--- src/common/clock_display_pkg.sv ---
package clock_display_pkg;

    // screen and bus widths
    localparam int H_CELL_W    = 7;
    localparam int V_PIX_W     = 10;
    localparam int ROW_W       = 6;
    localparam int GLYPH_ROW_W = 4;
    localparam int NIBBLE_W    = 4;
    localparam int POS_W       = 4;
    localparam int CURSOR_W    = 9;

    // pair indices, same as the posicion codes on the bus
    localparam logic [POS_W-1:0] PAIR_DAY   = 4'd0;
    localparam logic [POS_W-1:0] PAIR_MONTH = 4'd1;
    localparam logic [POS_W-1:0] PAIR_YEAR  = 4'd2;
    localparam logic [POS_W-1:0] PAIR_SEC   = 4'd3;
    localparam logic [POS_W-1:0] PAIR_MIN   = 4'd4;
    localparam logic [POS_W-1:0] PAIR_HOUR  = 4'd5;
    localparam logic [POS_W-1:0] PAIR_TSEC  = 4'd6;
    localparam logic [POS_W-1:0] PAIR_TMIN  = 4'd7;
    localparam logic [POS_W-1:0] PAIR_THOUR = 4'd8;
    localparam int               NUM_PAIRS  = 9;

    // a digit is two cells wide, a pair is tens then units
    localparam int DIGIT_CELLS = 2;
    localparam int PAIR_CELLS  = 4;

    // first cell of each pair
    localparam logic [H_CELL_W-1:0] COL_HOUR     = 7'd10;
    localparam logic [H_CELL_W-1:0] COL_MIN      = 7'd16;
    localparam logic [H_CELL_W-1:0] COL_SEC      = 7'd22;
    localparam logic [H_CELL_W-1:0] COL_THOUR    = 7'd66;
    localparam logic [H_CELL_W-1:0] COL_TMIN     = 7'd72;
    localparam logic [H_CELL_W-1:0] COL_TSEC     = 7'd78;
    localparam logic [H_CELL_W-1:0] COL_DAY      = 7'd34;
    localparam logic [H_CELL_W-1:0] COL_MONTH    = 7'd42;
    localparam logic [H_CELL_W-1:0] COL_YEAR     = 7'd52;
    localparam logic [H_CELL_W-1:0] YEAR_LIT_COL = 7'd48;

    // largest valid tens digit per field
    localparam logic [NIBBLE_W-1:0] TENS_MAX_HOUR  = 4'd2;
    localparam logic [NIBBLE_W-1:0] TENS_MAX_MS    = 4'd5;
    localparam logic [NIBBLE_W-1:0] TENS_MAX_DAY   = 4'd3;
    localparam logic [NIBBLE_W-1:0] TENS_MAX_MONTH = 4'd1;
    localparam logic [NIBBLE_W-1:0] TENS_MAX_YEAR  = 4'd9;
    localparam logic [NIBBLE_W-1:0] UNITS_MAX      = 4'd9;

    // character ROM codes, zero lives at 10
    localparam logic [NIBBLE_W-1:0] ZERO_GLYPH    = 4'd10;
    localparam logic [NIBBLE_W-1:0] BLANK_GLYPH   = 4'd0;
    localparam logic [NIBBLE_W-1:0] CENTURY_GLYPH = 4'd2;

    // edit field counter values
    localparam logic [1:0] FIELD_SEC   = 2'd0;
    localparam logic [1:0] FIELD_MIN   = 2'd1;
    localparam logic [1:0] FIELD_HOUR  = 2'd2;
    localparam logic [1:0] FIELD_DAY   = 2'd0;
    localparam logic [1:0] FIELD_MONTH = 2'd1;
    localparam logic [1:0] FIELD_YEAR  = 2'd2;

    // hour tens carries the pm flag in its top bit
    typedef union packed {
        logic [NIBBLE_W-1:0] bcd;
        struct packed {
            logic                pm;
            logic [NIBBLE_W-2:0] digit;
        } hr;
    } hour_tens_u;

    typedef struct packed {
        hour_tens_u          tens;
        logic [NIBBLE_W-1:0] units;
    } digit_pair_t;

    typedef struct packed {
        digit_pair_t [NUM_PAIRS-1:0] pair;
    } display_digits_t;

    typedef struct packed {
        logic                   on_digit;
        logic [POS_W-1:0]       pair_id;
        logic                   units;
        logic                   on_literal;
        logic [NIBBLE_W-1:0]    literal_code;
        logic [GLYPH_ROW_W-1:0] glyph_row;
    } cell_loc_t;

    typedef struct packed {
        logic [NIBBLE_W-1:0]    code;
        logic [GLYPH_ROW_W-1:0] row;
    } glyph_addr_t;

endpackage

--- src/source/digit_store.sv ---
`timescale 1ns/100ps

module digit_store (
    input  logic                                reloj,
    input  logic                                resetM,
    input  logic                                read,
    input  logic [clock_display_pkg::POS_W-1:0] posicion,
    input  clock_display_pkg::digit_pair_t      dato,
    output clock_display_pkg::display_digits_t  digits,
    output logic                                am_pm
);
    import clock_display_pkg::*;

    logic wr_en;

    // posicion codes 9 to 15 name no pair
    assign wr_en = read && (posicion < NUM_PAIRS);

    // one pair per strobe, visible the next cycle
    always_ff @(posedge reloj) begin
        if (resetM) begin
            digits <= '0;
        end else if (wr_en) begin
            digits.pair[posicion] <= dato;
        end
    end

    // pm flag rides on top of the clock hour tens
    assign am_pm = digits.pair[PAIR_HOUR].tens.hr.pm;

endmodule

--- src/display/screen_locator.sv ---
`timescale 1ns/100ps

module screen_locator #(
    parameter logic [clock_display_pkg::ROW_W-1:0] TIME_ROW = 6'd12,
    parameter logic [clock_display_pkg::ROW_W-1:0] DATE_ROW = 6'd17
) (
    input  logic                                   reloj,
    input  logic                                   resetM,
    input  logic [clock_display_pkg::H_CELL_W-1:0] h_cell,
    input  logic [clock_display_pkg::V_PIX_W-1:0]  v_pix,
    output clock_display_pkg::cell_loc_t           loc
);
    import clock_display_pkg::*;

    logic [ROW_W-1:0]       text_row;
    logic [GLYPH_ROW_W-1:0] glyph_row;
    logic                   hit;
    logic [POS_W-1:0]       hit_pair;
    logic [H_CELL_W-1:0]    hit_col;
    logic                   lit_hit;
    logic [NIBBLE_W-1:0]    lit_code;
    cell_loc_t              loc_d;

    function automatic logic in_pair(
        input logic [H_CELL_W-1:0] col,
        input logic [H_CELL_W-1:0] start
    );
        in_pair = (col >= start) && (col < start + PAIR_CELLS);
    endfunction

    assign text_row  = v_pix[V_PIX_W-1:GLYPH_ROW_W];
    assign glyph_row = v_pix[GLYPH_ROW_W-1:0];

    // which pair, if any, covers this cell
    always_comb begin
        hit      = 1'b1;
        hit_pair = '0;
        hit_col  = '0;
        if (text_row == TIME_ROW && in_pair(h_cell, COL_HOUR)) begin
            hit_pair = PAIR_HOUR;
            hit_col  = COL_HOUR;
        end else if (text_row == TIME_ROW && in_pair(h_cell, COL_MIN)) begin
            hit_pair = PAIR_MIN;
            hit_col  = COL_MIN;
        end else if (text_row == TIME_ROW && in_pair(h_cell, COL_SEC)) begin
            hit_pair = PAIR_SEC;
            hit_col  = COL_SEC;
        end else if (text_row == TIME_ROW && in_pair(h_cell, COL_THOUR)) begin
            hit_pair = PAIR_THOUR;
            hit_col  = COL_THOUR;
        end else if (text_row == TIME_ROW && in_pair(h_cell, COL_TMIN)) begin
            hit_pair = PAIR_TMIN;
            hit_col  = COL_TMIN;
        end else if (text_row == TIME_ROW && in_pair(h_cell, COL_TSEC)) begin
            hit_pair = PAIR_TSEC;
            hit_col  = COL_TSEC;
        end else if (text_row == DATE_ROW && in_pair(h_cell, COL_DAY)) begin
            hit_pair = PAIR_DAY;
            hit_col  = COL_DAY;
        end else if (text_row == DATE_ROW && in_pair(h_cell, COL_MONTH)) begin
            hit_pair = PAIR_MONTH;
            hit_col  = COL_MONTH;
        end else if (text_row == DATE_ROW && in_pair(h_cell, COL_YEAR)) begin
            hit_pair = PAIR_YEAR;
            hit_col  = COL_YEAR;
        end else begin
            hit = 1'b0;
        end
    end

    // fixed "20" ahead of the two year digits
    assign lit_hit  = (text_row == DATE_ROW) && in_pair(h_cell, YEAR_LIT_COL);
    assign lit_code = (h_cell < YEAR_LIT_COL + DIGIT_CELLS) ? CENTURY_GLYPH : ZERO_GLYPH;

    always_comb begin
        loc_d              = '0;
        loc_d.glyph_row    = glyph_row;
        loc_d.on_digit     = hit;
        loc_d.pair_id      = hit_pair;
        loc_d.units        = hit && (h_cell >= hit_col + DIGIT_CELLS);
        loc_d.on_literal   = lit_hit;
        loc_d.literal_code = lit_hit ? lit_code : BLANK_GLYPH;
    end

    always_ff @(posedge reloj) begin
        if (resetM) begin
            loc <= '0;
        end else begin
            loc <= loc_d;
        end
    end

endmodule

--- src/display/glyph_address.sv ---
`timescale 1ns/100ps

module glyph_address (
    input  logic                               reloj,
    input  logic                               resetM,
    input  logic                               read,
    input  clock_display_pkg::display_digits_t digits,
    input  clock_display_pkg::cell_loc_t       loc,
    output clock_display_pkg::glyph_addr_t     dir_mem
);
    import clock_display_pkg::*;

    digit_pair_t         sel;
    logic [NIBBLE_W-1:0] digit;
    logic [NIBBLE_W-1:0] tens_max;
    logic                digit_ok;
    logic [NIBBLE_W-1:0] code;
    glyph_addr_t         addr_d;

    // tens limit for the located field
    always_comb begin
        case (loc.pair_id)
            PAIR_DAY:              tens_max = TENS_MAX_DAY;
            PAIR_MONTH:            tens_max = TENS_MAX_MONTH;
            PAIR_YEAR:             tens_max = TENS_MAX_YEAR;
            PAIR_HOUR, PAIR_THOUR: tens_max = TENS_MAX_HOUR;
            default:               tens_max = TENS_MAX_MS;
        endcase
    end

    always_comb begin
        sel = digits.pair[loc.pair_id];
        if (loc.units) begin
            digit    = sel.units;
            digit_ok = (sel.units <= UNITS_MAX);
        end else if (loc.pair_id == PAIR_HOUR) begin
            // drop the pm flag, so 8 to 10 read as 0 to 2
            digit    = {1'b0, sel.tens.hr.digit};
            digit_ok = (digit <= tens_max);
        end else begin
            digit    = sel.tens.bcd;
            digit_ok = (digit <= tens_max);
        end
    end

    // zero sits at its own ROM slot
    always_comb begin
        if (!digit_ok) begin
            code = BLANK_GLYPH;
        end else if (digit == '0) begin
            code = ZERO_GLYPH;
        end else begin
            code = digit;
        end
    end

    always_comb begin
        addr_d = '0;
        if (loc.on_literal) begin
            addr_d.code = loc.literal_code;
            addr_d.row  = loc.glyph_row;
        end else if (loc.on_digit) begin
            addr_d.code = code;
            addr_d.row  = loc.glyph_row;
        end
    end

    // address freezes while the bus is writing
    always_ff @(posedge reloj) begin
        if (resetM) begin
            dir_mem <= '0;
        end else if (!read) begin
            dir_mem <= addr_d;
        end
    end

endmodule

--- src/display/cursor_marker.sv ---
`timescale 1ns/100ps

module cursor_marker (
    input  logic                                   reloj,
    input  logic                                   resetM,
    input  clock_display_pkg::cell_loc_t           loc,
    input  logic                                   edit_time,
    input  logic                                   edit_date,
    input  logic                                   edit_timer,
    input  logic [1:0]                             field_time,
    input  logic [1:0]                             field_date,
    input  logic [1:0]                             field_timer,
    output logic [clock_display_pkg::CURSOR_W-1:0] cam_co
);
    import clock_display_pkg::*;

    logic [CURSOR_W-1:0] mark_d;

    // msb first: time h/m/s, timer h/m/s, day, month, year
    always_comb begin
        mark_d = '0;
        if (loc.on_digit) begin
            case (loc.pair_id)
                PAIR_HOUR:  mark_d[8] = edit_time && (field_time == FIELD_HOUR);
                PAIR_MIN:   mark_d[7] = edit_time && (field_time == FIELD_MIN);
                PAIR_SEC:   mark_d[6] = edit_time && (field_time == FIELD_SEC);
                PAIR_THOUR: mark_d[5] = edit_timer && (field_timer == FIELD_HOUR);
                PAIR_TMIN:  mark_d[4] = edit_timer && (field_timer == FIELD_MIN);
                PAIR_TSEC:  mark_d[3] = edit_timer && (field_timer == FIELD_SEC);
                PAIR_DAY:   mark_d[2] = edit_date && (field_date == FIELD_DAY);
                PAIR_MONTH: mark_d[1] = edit_date && (field_date == FIELD_MONTH);
                PAIR_YEAR:  mark_d[0] = edit_date && (field_date == FIELD_YEAR);
                default:    mark_d    = '0;
            endcase
        end
    end

    always_ff @(posedge reloj) begin
        if (resetM) begin
            cam_co <= '0;
        end else begin
            cam_co <= mark_d;
        end
    end

endmodule

--- src/source/clock_display_top.sv ---
`timescale 1ns/100ps

module clock_display_top #(
    parameter logic [clock_display_pkg::ROW_W-1:0] TIME_ROW = 6'd12,
    parameter logic [clock_display_pkg::ROW_W-1:0] DATE_ROW = 6'd17
) (
    input  logic                                  reloj,
    input  logic                                  resetM,
    input  logic                                  read,
    input  logic [clock_display_pkg::POS_W-1:0]   posicion,
    input  clock_display_pkg::digit_pair_t        dato,
    input  logic [clock_display_pkg::H_CELL_W-1:0] h_cell,
    input  logic [clock_display_pkg::V_PIX_W-1:0] v_pix,
    input  logic                                  edit_time,
    input  logic                                  edit_date,
    input  logic                                  edit_timer,
    input  logic [1:0]                            field_time,
    input  logic [1:0]                            field_date,
    input  logic [1:0]                            field_timer,
    output clock_display_pkg::glyph_addr_t        dir_mem,
    output logic [clock_display_pkg::CURSOR_W-1:0] cam_co,
    output logic                                  am_pm
);
    import clock_display_pkg::*;

    display_digits_t digits;
    cell_loc_t       loc;

    digit_store u_digit_store (
        .reloj    (reloj),
        .resetM   (resetM),
        .read     (read),
        .posicion (posicion),
        .dato     (dato),
        .digits   (digits),
        .am_pm    (am_pm)
    );

    screen_locator #(
        .TIME_ROW (TIME_ROW),
        .DATE_ROW (DATE_ROW)
    ) u_screen_locator (
        .reloj  (reloj),
        .resetM (resetM),
        .h_cell (h_cell),
        .v_pix  (v_pix),
        .loc    (loc)
    );

    glyph_address u_glyph_address (
        .reloj   (reloj),
        .resetM  (resetM),
        .read    (read),
        .digits  (digits),
        .loc     (loc),
        .dir_mem (dir_mem)
    );

    cursor_marker u_cursor_marker (
        .reloj       (reloj),
        .resetM      (resetM),
        .loc         (loc),
        .edit_time   (edit_time),
        .edit_date   (edit_date),
        .edit_timer  (edit_timer),
        .field_time  (field_time),
        .field_date  (field_date),
        .field_timer (field_timer),
        .cam_co      (cam_co)
    );

endmodule

--- config.mk ---
export PLATFORM = sky130hd
export DESIGN_NAME = clock_display_top
export DESIGN_NICKNAME = d
export VERILOG_FILES = /design/src/common/clock_display_pkg.sv /design/src/source/digit_store.sv /design/src/display/screen_locator.sv /design/src/display/glyph_address.sv /design/src/display/cursor_marker.sv /design/src/source/clock_display_top.sv
export SDC_FILE = /design/constraint.sdc
export NUM_CORES = 1
export LEC_CHECK = 0
export ABC_AREA = 1
export BUFFER_PORTS_ARGS = -buffer_cell sky130_fd_sc_hd__buf_4
export CAP_MARGIN = 15
export CORE_MARGIN = 2
export CORE_UTILIZATION = 45
export CTS_CLUSTER_DIAMETER = 40
export DETAILED_ROUTE_END_ITERATION = 6
export GPL_ROUTABILITY_DRIVEN = 0
export PLACE_DENSITY_LB_ADDON = 0.25
export SKIP_LAST_GASP = 1
export SYNTH_ARGS = -nofsm -noshare
export SYNTH_HDL_FRONTEND = slang
export SYNTH_SLANG_ARGS = --single-unit
--- constraint.sdc ---
create_clock -name reloj -period 3 [get_ports reloj]
set_input_delay 0.15 -clock reloj [delete_from_list [all_inputs] [get_ports reloj]]
set_output_delay 0.15 -clock reloj [all_outputs]
set_load 0.03 [all_outputs]
# After elaboration in Yosys (flattened, before gate mapping)
# Index checks and enable logic that the tools add are counted.
dict set report totals {
  inputBits 41
  ff_bits 104
  elab_cells 186
  output_inout_bits 18
}
dict set report op_classes {
  addsub 1
  bitwise_logic 11
  n_lt_le_gt_ge 29
  muxes 42
  n_reduce_logical 50
  eq_ne 16
}
# cell n
set ops {}
lappend ops {{$bwmux 72} 1}
lappend ops {{$mux 7} 8}
lappend ops {{$mux 4} 10}
lappend ops {{$lt 7x6->1 const B} 5}
lappend ops {{$bmux 8 s4} 1}
lappend ops {{$demux 8 s4} 1}
lappend ops {{$ge 7x32->1} 1}
lappend ops {{$logic_and 1x1->1} 32}
lappend ops {{$mux 8} 4}
lappend ops {{$reduce_or 3->1} 10}
lappend ops {{$ge 7x6->1 const B} 4}
lappend ops {{$ge 7x7->1 const B} 3}
lappend ops {{$lt 7x7->1 const B} 3}
lappend ops {{$eq 4x3->1 const B} 4}
lappend ops {{$pmux 4 s4} 1}
lappend ops {{$ge 7x5->1 const B} 2}
lappend ops {{$lt 7x5->1 const B} 2}
lappend ops {{$mux 1} 11}
lappend ops {{$not 1->1} 11}
lappend ops {{$lt 4x5->1 const B} 2}
lappend ops {{$mux 3} 3}
lappend ops {{$add 7x2->8 const B} 1}
lappend ops {{$eq 4x2->1 const B} 2}
lappend ops {{$logic_not 4->1} 2}
lappend ops {{other kinds (18)} 25}

# Logic depth before layout (Yosys ltp)
# Gate-level depths: netlist of the first run.
dict set report logic_depth {
  word_depth 15
  ltp_mapped 20
  ltp_nobuf 18
}

# Hierarchy
# Synthesis of the first run repeated with hierarchy kept, for this count alone.
dict set report hier_totals {
  cells_unflattened 911
  area_unflattened_um2 5873.1
}
# mod seq_area_each_um2 instances area_per_inst_um2 cells_each
set by_module_without_submodules {}
lappend by_module_without_submodules {digit_store 1441.4 1 3074.2 395}
lappend by_module_without_submodules {glyph_address 160.2 1 1370.1 292}
lappend by_module_without_submodules {screen_locator 260.2 1 1048.5 167}
lappend by_module_without_submodules {cursor_marker 180.2 1 380.4 57}

# Worst setup path before layout of the first run
# Ideal clock, no wire load.
dict set report synth_path {
  path_type {input-to-reg}
  from {input port v_pix[5] (netlist bit)}
  to {register, netlist name u_screen_locator.loc[9]}
  t_arrival_ns 2.158
  slack_ns 0.728
  required_time_ns 2.886
  cell_stages 17
  path_buffers 0
  setup_ns 0.114
  path_cell_list {or2_1 > nor4_4 > inv_2 > nor3_1 > inv_1 > nand2_1 > nor4_2 > inv_1 > ha_1 > inv_1 > ha_1 > a21oi_1 > o21bai_1 > a21oi_1 > o21bai_1 > a21oi_1 > nor2_1}
}
dict set report synth_via {
  elab_chain_cells 14
  elab_cells_between_ends 32
  cone_classes {1 x add/sub; 1 x order compare; 2 x eq/ne; 18 x mux; 10 x reduce/logical}
}
# item line
set synth_lines {}
lappend synth_lines {{start: declaration} clock_display_top.sv:13} ;# input logic [clock_display_pkg::V_PIX_W-1:0] v_pix,
lappend synth_lines {{$eq 6x5->1} {screen_locator.sv:57, screen_locator.sv:60, screen_locator.sv:63}}
lappend synth_lines {{$logic_and 1x1->1} screen_locator.sv:63} ;# end else if (text_row == DATE_ROW && in_pair(h_cell, COL_YEAR)) begin
lappend synth_lines {{$mux 6} screen_locator.sv:63}
lappend synth_lines {{$mux 7} screen_locator.sv:60} ;# end else if (text_row == DATE_ROW && in_pair(h_cell, COL_MONTH)) begin
lappend synth_lines {{$mux 7} screen_locator.sv:57} ;# end else if (text_row == DATE_ROW && in_pair(h_cell, COL_DAY)) begin
lappend synth_lines {{$mux 7} screen_locator.sv:54} ;# end else if (text_row == TIME_ROW && in_pair(h_cell, COL_TSEC)) begin
lappend synth_lines {{$mux 7} screen_locator.sv:51} ;# end else if (text_row == TIME_ROW && in_pair(h_cell, COL_TMIN)) begin
lappend synth_lines {{$mux 7} screen_locator.sv:48} ;# end else if (text_row == TIME_ROW && in_pair(h_cell, COL_THOUR)) begin
lappend synth_lines {{$mux 7} screen_locator.sv:45} ;# end else if (text_row == TIME_ROW && in_pair(h_cell, COL_SEC)) begin
lappend synth_lines {{$mux 7} screen_locator.sv:42} ;# end else if (text_row == TIME_ROW && in_pair(h_cell, COL_MIN)) begin
lappend synth_lines {{$mux 7} screen_locator.sv:39} ;# if (text_row == TIME_ROW && in_pair(h_cell, COL_HOUR)) begin
lappend synth_lines {{$add 7x2->8} screen_locator.sv:80} ;# loc_d.units = hit && (h_cell >= hit_col + DIGIT_CELLS);
lappend synth_lines {{$ge 7x32->1} screen_locator.sv:80}
lappend synth_lines {{$logic_and 1x1->1 *} screen_locator.sv:80}
# Mark *: on every way between the ends. The rest lies on a longest branch, timed or not.
# A chain may end at the register's enable or synchronous reset.

# Worst setup path after layout of the first run
dict set report layout_path {
  from {register, netlist name u_screen_locator.loc[10]}
  to {register, netlist name u_glyph_address.dir_mem[5]}
}
dict set report layout_via {
  elab_chain_cells 9
  elab_cells_between_ends 21
  cone_classes {3 x order compare; 4 x eq/ne; 11 x mux; 3 x reduce/logical}
}
# item line
set layout_lines {}
lappend layout_lines {{$eq 4x4->1 (tied with other cells)} glyph_address.sv:22} ;# case (loc.pair_id)
lappend layout_lines {{$reduce_or 2->1 or $mux 8 (tied branches)} {glyph_address.sv:22, glyph_address.sv:32}}
lappend layout_lines {{$pmux 4 s4 or $mux 4 (tied branches)} {glyph_address.sv:22, glyph_address.sv:36}}
lappend layout_lines {{$le 4x4->1 (tied with other cells)} glyph_address.sv:42} ;# digit_ok = (digit <= tens_max);
lappend layout_lines {{$mux 1 or $logic_not 4->1 (tied branches)} {glyph_address.sv:36, glyph_address.sv:50}}
lappend layout_lines {{$mux 1 or $mux 4 (tied branches)} {glyph_address.sv:33, glyph_address.sv:50}}
lappend layout_lines {{$mux 4 *} glyph_address.sv:48} ;# if (!digit_ok) begin
lappend layout_lines {{$mux 8 *} glyph_address.sv:62} ;# end else if (loc.on_digit) begin
lappend layout_lines {{$mux 8 *} glyph_address.sv:59} ;# if (loc.on_literal) begin
# Mark *: on every way between the ends. The rest lies on a longest branch, timed or not. The select of a mux whose other input is x is not followed.

==> flow_summary.json, run 1 <==
{
  "post-route-util_pct": 54.3,
  "cts.sink_count": 102,
  "grt_max_degree": 53,
  "drc": 0,
  "yosys.area_share.xor_xnor_pct": 0.172,
  "min-delay-path-class": "primary input to flop",
  "arrival_ns": 2.86,
  "drive_gt1_share_pct": 12.6,
  "n_antenna_cell": 0,
  "cts_buffers": 9,
  "synth-edff-count": 0,
  "p_leak_nw": 2.75,
  "synth_seq_cells": 102,
  "crit_start": "u_screen_locator.loc[10]$_SDFF_PP0_",
  "cts_buffer_depth": 2,
  "synth_top_family_by_area": "simple AND/OR/NAND/NOR gates",
  "finalCriticalPeriod_ns": 2.62,
  "path_class": "flop to flop",
  "r2r_start": "u_screen_locator.loc[10]$_SDFF_PP0_",
  "vdd_drop_max_uv": 316,
  "synth_compound_area_share_pct": 15.8,
  "rsz0062_at_grt": "false",
  "antenna_found_initial": 0,
  "ys.flop_type": "dfxtp_1",
  "grt_use_total_pct": 23.4,
  "synthToLayoutAreaGrowth_pct": 16.7,
  "routed-via-count": 5044,
  "rr_endpoint": "u_glyph_address.dir_mem[5]$_SDFFE_PP0N_",
  "power_density_mw_per_mm2": 484,
  "critPathCapture": "u_glyph_address.dir_mem[5]$_SDFFE_PP0N_",
  "hold_slack_ns": 0.00556,
  "final_nets": 867,
  "first_pass_iters": 7,
  "initial_core_util_pct": 46.5,
  "hold_violations": 0,
  "final-setup-viol-count": 0,
  "core_mm2": 0.0109,
  "fmax_mhz": 381,
  "dp.final_hpwl_um": 9670,
  "die_y_um": 110,
  "end_kind": "flop",
  "syn-mean-instance-area_um2": 6.62,
  "grt_pass1_vias": 4455,
  "root_buffer": "clkbuf_16",
  "outcome": "finished, final reports clean",
  "final.setup.tns_ns": 0,
  "synthMuxAreaShare_pct": 0,
  "regArea_mm2": 0.00204,
  "fin_crit_sh_pct": 87.4,
  "tightestPinTransition_ns": 0.727,
  "die_x_um": 110,
  "clock_skew_ns": 0.00911,
  "io_pins": 59,
  "synth.area.top_cells": "dfxtp_1, nand2_1, nor2_1",
  "netlist_area_mm2": 0.00508,
  "cts_tree": "done",
  "reg2regPathDepth": 17,
  "synth.top_cell.area_share_pct": 40.2,
  "dieArea_mm2": 0.0122,
  "multiInputGateArea_mm2": 0.00255,
  "slew_headroom_pct": 51.5,
  "grt_overflow": 0,
  "synth_nets": 820,
  "drv_slew": 0,
  "yosys_warnings": 0,
  "wl_um": 13700,
  "async_reset_ff_share_pct": 0,
  "htree_levels": 3,
  "required_ns": 3.23,
  "yosysTopAreaCell": "dfxtp_1",
  "drtAntennaViolNets": 0,
  "ys_seq_area_share_pct": 40.2,
  "critPathLaunchType": "flop",
  "insertion_delay_ns": 0.35,
  "first_iter_violations": 317,
  "clk_pin_slew_ns": 0.07,
  "cp_max_fo": 15,
  "yosys.area_share.simple_pct": 31.5,
  "fill_cells": 1080,
  "cap_violations": 0,
  "r2r_setup_slack_ns": 0.38,
  "yosys.area_share.adder_pct": 2.71,
  "routed_via_density": 5.25,
  "post_drt_wl_per_cell_um": 14.3,
  "rows": 38,
  "grt_pass1_wl_um": 21800,
  "ys_types": 37,
  "io_buffers": 58,
  "syn_inst": 768
}
==> placed cells by master, fill, tap and decap left out, types with 5 or more instances in the layout <==
cell type  count
a21oi_1       43
nor4_1         6
dfxtp_1      102
ha_1          11
nand4_1       12
o21ai_0       98
inv_1         76
nand2_1      180
inv_2          8
nand3_1       23
clkbuf_16      9
nor3_1        10
o21bai_1       5
buf_4         65
nor2_1       140
==> kinds of logic after synthesis <==
logic type / Yosys count
simple gates: 384
compound gates: 153
buf+inv: 117
flops: 102
fa+ha+maj: 11
xor+xnor: 1
==> power breakdown <==
group,internal [mW],switching [mW],total [mW]
Combinational,0.0831,0.141,0.224
Sequential,1.38,0.0109,1.39
Clock,0.735,0.526,1.26
Total,2.20,0.678,2.87
==> worst min path at each step <==
stage,start,endpoint,slack [ns],depth (start not counted)
6_report,v_pix[1],u_screen_locator.loc[1]$_SDFF_PP0_,0.006,3
3_3_place_gp,v_pix[3],u_screen_locator.loc[3]$_SDFF_PP0_,0.36,3
2_1_floorplan,v_pix[0],u_screen_locator.loc[0]$_SDFF_PP0_,0.26,2
4_1_cts,v_pix[1],u_screen_locator.loc[1]$_SDFF_PP0_,0.00006,3
3_5_place_dp,v_pix[1],u_screen_locator.loc[1]$_SDFF_PP0_,0.36,3
5_1_grt,v_pix[3],u_screen_locator.loc[3]$_SDFF_PP0_,0.001,3
==> critical path, stage by stage, from the launching register on <==
cell      delay, ns
dfxtp_1        0.38
inv_2          0.31
nor2_4         0.07
nand2_1        0.11
inv_2          0.06
nor2_1         0.21
o21ai_0        0.15
ha_1           0.36
nand2_1        0.08
o21ai_0        0.15
nand3_1        0.10
o21bai_1       0.16
nand2_1        0.09
inv_1          0.05
nand2_1        0.07
nor2_2         0.04
nand2_1        0.07
a21oi_1        0.05
==> registers in the layout, summed over array words and instances, names as in the netlist <==
signal and flops:
u_digit_store.am_pm 1, u_digit_store.digits 71, u_cursor_marker.cam_co 9, u_glyph_address.dir_mem 8, u_screen_locator.loc 13
==> what timing repair did <==
action,CTS,global route
setup buffers,0,0
hold buffers,1,0
hold endpoints to repair,1,0
resized for setup,0,0
==> Yosys cell counts, types with 3 or more instances <==
library cell and n:
o21ai_0 98, nand3_1 23, inv_1 76, inv_2 8, nor2_1 140, o21bai_1 5, a21oi_1 43, clkbuf_1 11
nand2_1 180, buf_1 10, buf_6 5, buf_2 3, ha_1 11, nand4_1 12, dfxtp_1 102, nor3_1 10
nor4_1 6
==> layer usage <==
| layer | vias up | track usage, % | part of all wire [%] | wire [um] |
|---|---|---|---|---|
| met5 | - | 0 | 0 | 0 |
| met4 | 0 | 8.57 | 2.2 | 303 |
| met3 | 28 | 2.94 | 6.3 | 863 |
| met2 | 166 | 38.1 | 47 | 6460 |
| met1 | 2299 | 31.8 | 44 | 6090 |
| li1 | 2551 | - | - | - |
==> cell type report <==
class                   instances  share of cell area [%]
multi-input cells             549                    43.0
flip-flops and latches        102                    34.4
repair buffers                 67                    8.73
inverters                      86                    5.48
clock buffers                   9                    3.79
well taps                     140                    2.95
clock inverters                 7                    1.64
==> stage by stage <==
step	total power, mW	setup slack [ns]	cells	area, um^2
after detailed placement	1.64	0.393	943	5600
final	2.87	0.377	960	5940
after floorplan	1.54	0.728	768	5080
after CTS	2.89	0.411	960	5940
after global placement	1.63	0.438	943	5600
after global routing	2.97	0.110	960	5940
Note: power is estimated with default switching activity, not from simulation.
==> inputs of run 2 (changes only) <==
CTS_CLUSTER_SIZE = 8   (was unset)
GPL_TIMING_DRIVEN = 0   (was unset)
==> run 2 against run 1 <==
Effect of this change:
- total power decreased by 3.6%
- routed wire length up 6.9%
- sequential cell count did not move
- fmax is 3.8% lower
- clock skew barely moved
- highest routed layer unchanged
==> flow_summary.json, run 2 (same netlist as run 1, synthesis figures left out) <==
{
  "outcome": "finished, final reports clean",
  "post_cts_buffers": 0,
  "cts_buffer_depth": 2,
  "final-setup-viol-count": 0,
  "r2r_setup_slack_ns": 0.27,
  "cts.sink_count": 102,
  "critPathCapture": "u_glyph_address.dir_mem[5]$_SDFFE_PP0N_",
  "rr_endpoint": "u_glyph_address.dir_mem[5]$_SDFFE_PP0N_",
  "clk_pin_slew_ns": 0.07,
  "cts_buffers": 9,
  "setup_ws_ns": 0.272,
  "required_ns": 3.23,
  "crit_start": "u_screen_locator.loc[10]$_SDFF_PP0_",
  "grt_use_total_pct": 25.2,
  "first_pass_iters": 5,
  "slew_headroom_pct": 55.1,
  "min-delay-path-class": "primary input to flop",
  "fmax_mhz": 367,
  "tightestPinTransition_ns": 0.674,
  "p_leak_nw": 2.72,
  "vdd_drop_max_uv": 265,
  "post-place-ws_ns": 0.288,
  "arrival_ns": 2.96,
  "n_antenna_cell": 0,
  "rsz0062_at_grt": "false",
  "hold_violations": 0,
  "hold_slack_ns": 0.00563,
  "routed-via-count": 5210,
  "final_nets": 880,
  "rows": 38,
  "clock_skew_ns": 0.00889,
  "final.setup.tns_ns": 0,
  "fin_crit_sh_pct": 90.9,
  "cap_violations": 0,
  "cp_max_fo": 10,
  "fin_total_pwr_mw": 2.77,
  "routed_via_density": 5.36,
  "stdcell_count": 972,
  "final_cell_area_mm2": 0.00592,
  "insertion_delay_ns": 0.35,
  "postCtsHoldBufs": 0,
  "critPathLaunchType": "flop",
  "io_buffers": 49,
  "dieArea_mm2": 0.0122,
  "drc": 0,
  "power_density_mw_per_mm2": 468,
  "htree_levels": 3,
  "end_kind": "flop",
  "drtAntennaViolNets": 0,
  "wl_um": 14700,
  "place_area_mm2": 0.00563,
  "core_mm2": 0.0109,
  "final_common_cell": "nand2_1",
  "cts_resized": 0,
  "r2r_start": "u_screen_locator.loc[10]$_SDFF_PP0_",
  "die_x_um": 110,
  "first_iter_violations": 355,
  "drive_gt1_share_pct": 11.4,
  "reg.largest.list": "u_digit_store.digits: 71 flops, u_screen_locator.loc: 13 flops, u_cursor_marker.cam_co: 9 flops",
  "grt_max_degree": 17,
  "dp.final_hpwl_um": 10700,
  "final_cell_mix": "nand2_1, nor2_1, dfxtp_1, o21ai_0, inv_1",
  "die_y_um": 110,
  "post-route-util_pct": 54.1,
  "initial_core_util_pct": 46.5,
  "synthToLayoutAreaGrowth_pct": 16.4,
  "grt_pass1_wl_um": 23500,
  "finalCriticalPeriod_ns": 2.73,
  "largest_register_ffs": 71,
  "root_buffer": "clkbuf_16",
  "grt_overflow": 0,
  "drv_slew": 0,
  "grt_pass1_vias": 4829,
  "io_pins": 59,
  "cts_tree": "done",
  "post_drt_wl_per_cell_um": 15.1,
  "dpl.cell_count": 957,
  "path_class": "flop to flop",
  "antenna_found_initial": 0,
  "reg2regPathDepth": 19,
  "largest-register": "u_digit_store.digits"
}
run 2: power by group:
group          leakage [nW]  total [mW]  internal, mW  switching [mW]
sequential            0.826        1.39          1.38          0.0108
clock                 0.137        1.16         0.640           0.515
combinational          1.76       0.227        0.0791           0.148
run 2: worst min-delay path by stage:
stage | startpoint | endpoint | slack, ns | cells past startpoint
3_5_place_dp | v_pix[1] | u_screen_locator.loc[1]$_SDFF_PP0_ | 0.36 | 3
2_1_floorplan | v_pix[0] | u_screen_locator.loc[0]$_SDFF_PP0_ | 0.26 | 2
4_1_cts | v_pix[1] | u_screen_locator.loc[1]$_SDFF_PP0_ | 0.004 | 3
3_3_place_gp | v_pix[3] | u_screen_locator.loc[3]$_SDFF_PP0_ | 0.35 | 3
6_report | v_pix[1] | u_screen_locator.loc[1]$_SDFF_PP0_ | 0.006 | 3
5_1_grt | v_pix[1] | u_screen_locator.loc[1]$_SDFF_PP0_ | 0.02 | 3
run 2: critical path: stages (launching register included):
cell and delay (ns):
dfxtp_1 0.31, buf_6 0.13, inv_2 0.12, buf_6 0.18, nor2_4 0.06, nand2_1 0.14, inv_2 0.06, nor2_1 0.19
o21ai_0 0.14, ha_1 0.35, nand2_1 0.06, o21ai_0 0.19, nand3_1 0.10, o21bai_1 0.17, nand2_1 0.11, inv_1 0.06
nand2_1 0.07, nor2_2 0.04, nand2_1 0.07, a21oi_1 0.05
run 2: layer usage:
layer | vias to the layer above | global-route usage [%] | wire (um)
li1 | 2582 | - | -
met1 | 2382 | 33.5 | 6280
met2 | 220 | 40.1 | 6790
met3 | 26 | 4.23 | 1180
met4 | 0 | 11.3 | 402
met5 | - | 0 | 0
run 2: layout make-up:
class | count | area (um^2)
Fill cell | 1081 | 5020
Multi-Input combinational cell | 549 | 2550
Sequential cell | 102 | 2040
Timing Repair Buffer | 49 | 368
Inverter | 86 | 325
Clock buffer | 9 | 225
Tap cell | 140 | 175
Buffer | 31 | 165
Clock inverter | 6 | 63.8
==> inputs of run 3 (changes only) <==
==> constraint.sdc (replaced) <==
create_clock -name reloj -period 3 [get_ports reloj]
set_input_delay 0.6 -clock reloj [delete_from_list [all_inputs] [get_ports reloj]]
set_output_delay 0.6 -clock reloj [all_outputs]
set_load 0.03 [all_outputs]
==> run 3 against run 2 <==
Effect of this change:
- global-route usage unchanged
- routed wire length rose by 1.0%
- cell count is the same
- total power up 0.30%
- count of clock-buffer cells in the layout unchanged
- final area grew 0.23%
- first-iteration DRC count fell by 7.6%
- setup slack worse by 0.054 ns
- largest cell class unchanged
- largest power group unchanged
- highest routed layer unchanged
==> flow_summary.json, run 3 (same netlist as run 1, synthesis figures left out) <==
{
  "place_area_mm2": 0.00563,
  "grt_use_total_pct": 25.2,
  "outcome": "finished, final reports clean",
  "drtAntennaViolNets": 0,
  "fmax_mhz": 359,
  "cap_violations": 0,
  "drive_gt1_share_pct": 11.5,
  "root_buffer": "clkbuf_16",
  "min-delay-path-class": "flop to flop",
  "dp.final_hpwl_um": 10700,
  "grt_max_degree": 17,
  "cp_max_fo": 7,
  "slew_headroom_pct": 54.6,
  "final_cell_area_mm2": 0.00593,
  "rsz0062_at_grt": "false",
  "io_buffers": 49,
  "final_common_cell": "nand2_1",
  "path_class": "primary input to flop",
  "drv_slew": 0,
  "drc": 0,
  "grt_pass1_vias": 4829,
  "end_kind": "flop",
  "reg.largest.list": "u_digit_store.digits: 71 flops, u_screen_locator.loc: 13 flops, u_cursor_marker.cam_co: 9 flops",
  "wl_um": 14800,
  "arrival_ns": 3.02,
  "postCtsHoldBufs": 0,
  "post-place-ws_ns": -0.162,
  "post_cts_buffers": 0,
  "n_antenna_cell": 0,
  "die_x_um": 110,
  "hold_slack_ns": 0.447,
  "tightestPinTransition_ns": 0.681,
  "min_path_cells": 2,
  "insertion_delay_ns": 0.35,
  "setup_ws_ns": 0.218,
  "io_pins": 59,
  "p_leak_nw": 2.73,
  "cts.sink_count": 102,
  "clock_skew_ns": 0.0117,
  "grt_pass1_wl_um": 23500,
  "fin_crit_sh_pct": 92.7,
  "first_pass_iters": 5,
  "die_y_um": 110,
  "initial_core_util_pct": 46.5,
  "routed-via-count": 5243,
  "final_cell_mix": "nand2_1, nor2_1, dfxtp_1, o21ai_0, inv_1",
  "rows": 38,
  "post_drt_wl_per_cell_um": 15.2,
  "largest-register": "u_digit_store.digits",
  "hold_violations": 0,
  "power_density_mw_per_mm2": 469,
  "synthToLayoutAreaGrowth_pct": 16.6,
  "reg2regPathDepth": 19,
  "final-setup-viol-count": 0,
  "dieArea_mm2": 0.0122,
  "critPathLaunchType": "primary input",
  "cts_buffers": 9,
  "vdd_drop_max_uv": 265,
  "final.setup.tns_ns": 0,
  "cts_tree": "done",
  "core_mm2": 0.0109,
  "htree_levels": 3,
  "first_iter_violations": 328,
  "cts_buffer_depth": 2,
  "finalCriticalPeriod_ns": 2.78,
  "required_ns": 3.24,
  "antenna_found_initial": 0,
  "largest_register_ffs": 71,
  "routed_via_density": 5.39,
  "grt_overflow": 0,
  "clk_pin_slew_ns": 0.07,
  "final_nets": 880
}
[run 3: cell count changes in the layout (fill, tap and decap cells not counted)]
cell / delta
nor4_2: -1
nor3_1: -1
nor3_2: +1
nor4_4: +1
[run 3: through the flow]
stage,utilization [%],std cells,power [mW]
2_1_floorplan,-,768,1.54
4_1_cts,54.1,972,2.78
6_report,54.2,972,2.78
3_3_place_gp,51.5,957,1.64
5_1_grt,54.2,972,2.86
3_5_place_dp,51.5,957,1.64
[run 3: area by class of cell]
type / instances / area (um^2)
Fill cell: 1080 / 5000
Multi-Input combinational cell: 549 / 2570
Sequential cell: 102 / 2040
Timing Repair Buffer: 49 / 368
Inverter: 86 / 325
Clock buffer: 9 / 225
Tap cell: 140 / 175
Buffer: 31 / 165
Clock inverter: 6 / 63.8
[run 3: worst paths after layout]
path	startpoint	slack [ns]	endpoint
worst max register to register	u_screen_locator.loc[10]$_SDFF_PP0_	0.26	u_glyph_address.dir_mem[5]$_SDFFE_PP0N_
worst min-delay path	u_digit_store.digits[6]$_SDFFE_PP0P_	0.45	u_digit_store.digits[6]$_SDFFE_PP0P_
worst max-delay path	h_cell[6]	0.22	u_screen_locator.loc[9]$_SDFF_PP0_
worst min register to register	u_digit_store.digits[6]$_SDFFE_PP0P_	0.45	u_digit_store.digits[6]$_SDFFE_PP0P_
[run 3: repair_timing]
item / CTS / global route
resized for setup: 0 / 2
setup endpoints to repair: 0 / 1
endpoints found under the hold margin: 0 / 0
[run 3: where the power goes]
part	switching [mW]	internal [mW]	leakage, nW	total, mW
clock network	0.522	0.641	0.137	1.16
registers	0.0109	1.38	0.826	1.39
logic	0.150	0.0791	1.76	0.229
[run 3: per-layer routing]
layer  vias up  GRT usage (%)  share of wire (%)
met5         -              0                  0
met3        27           4.23                7.2
met2       194           40.1                 46
met4         0           11.3                2.8
li1       2585              -                  -
met1      2437           33.5                 44
[run 3: critical path: stages]
cell,delay [ns]
buf_4,0.12
inv_1,0.07
nor2_1,0.18
nand2_1,0.08
o22ai_1,0.13
nor2_1,0.06
nand2_1,0.10
inv_1,0.11
nor4_4,0.27
inv_1,0.08
ha_1,0.27
inv_1,0.04
ha_1,0.27
a21oi_1,0.15
o21bai_1,0.07
a21oi_1,0.16
o21bai_1,0.08
a21oi_1,0.13
nor2_1,0.05
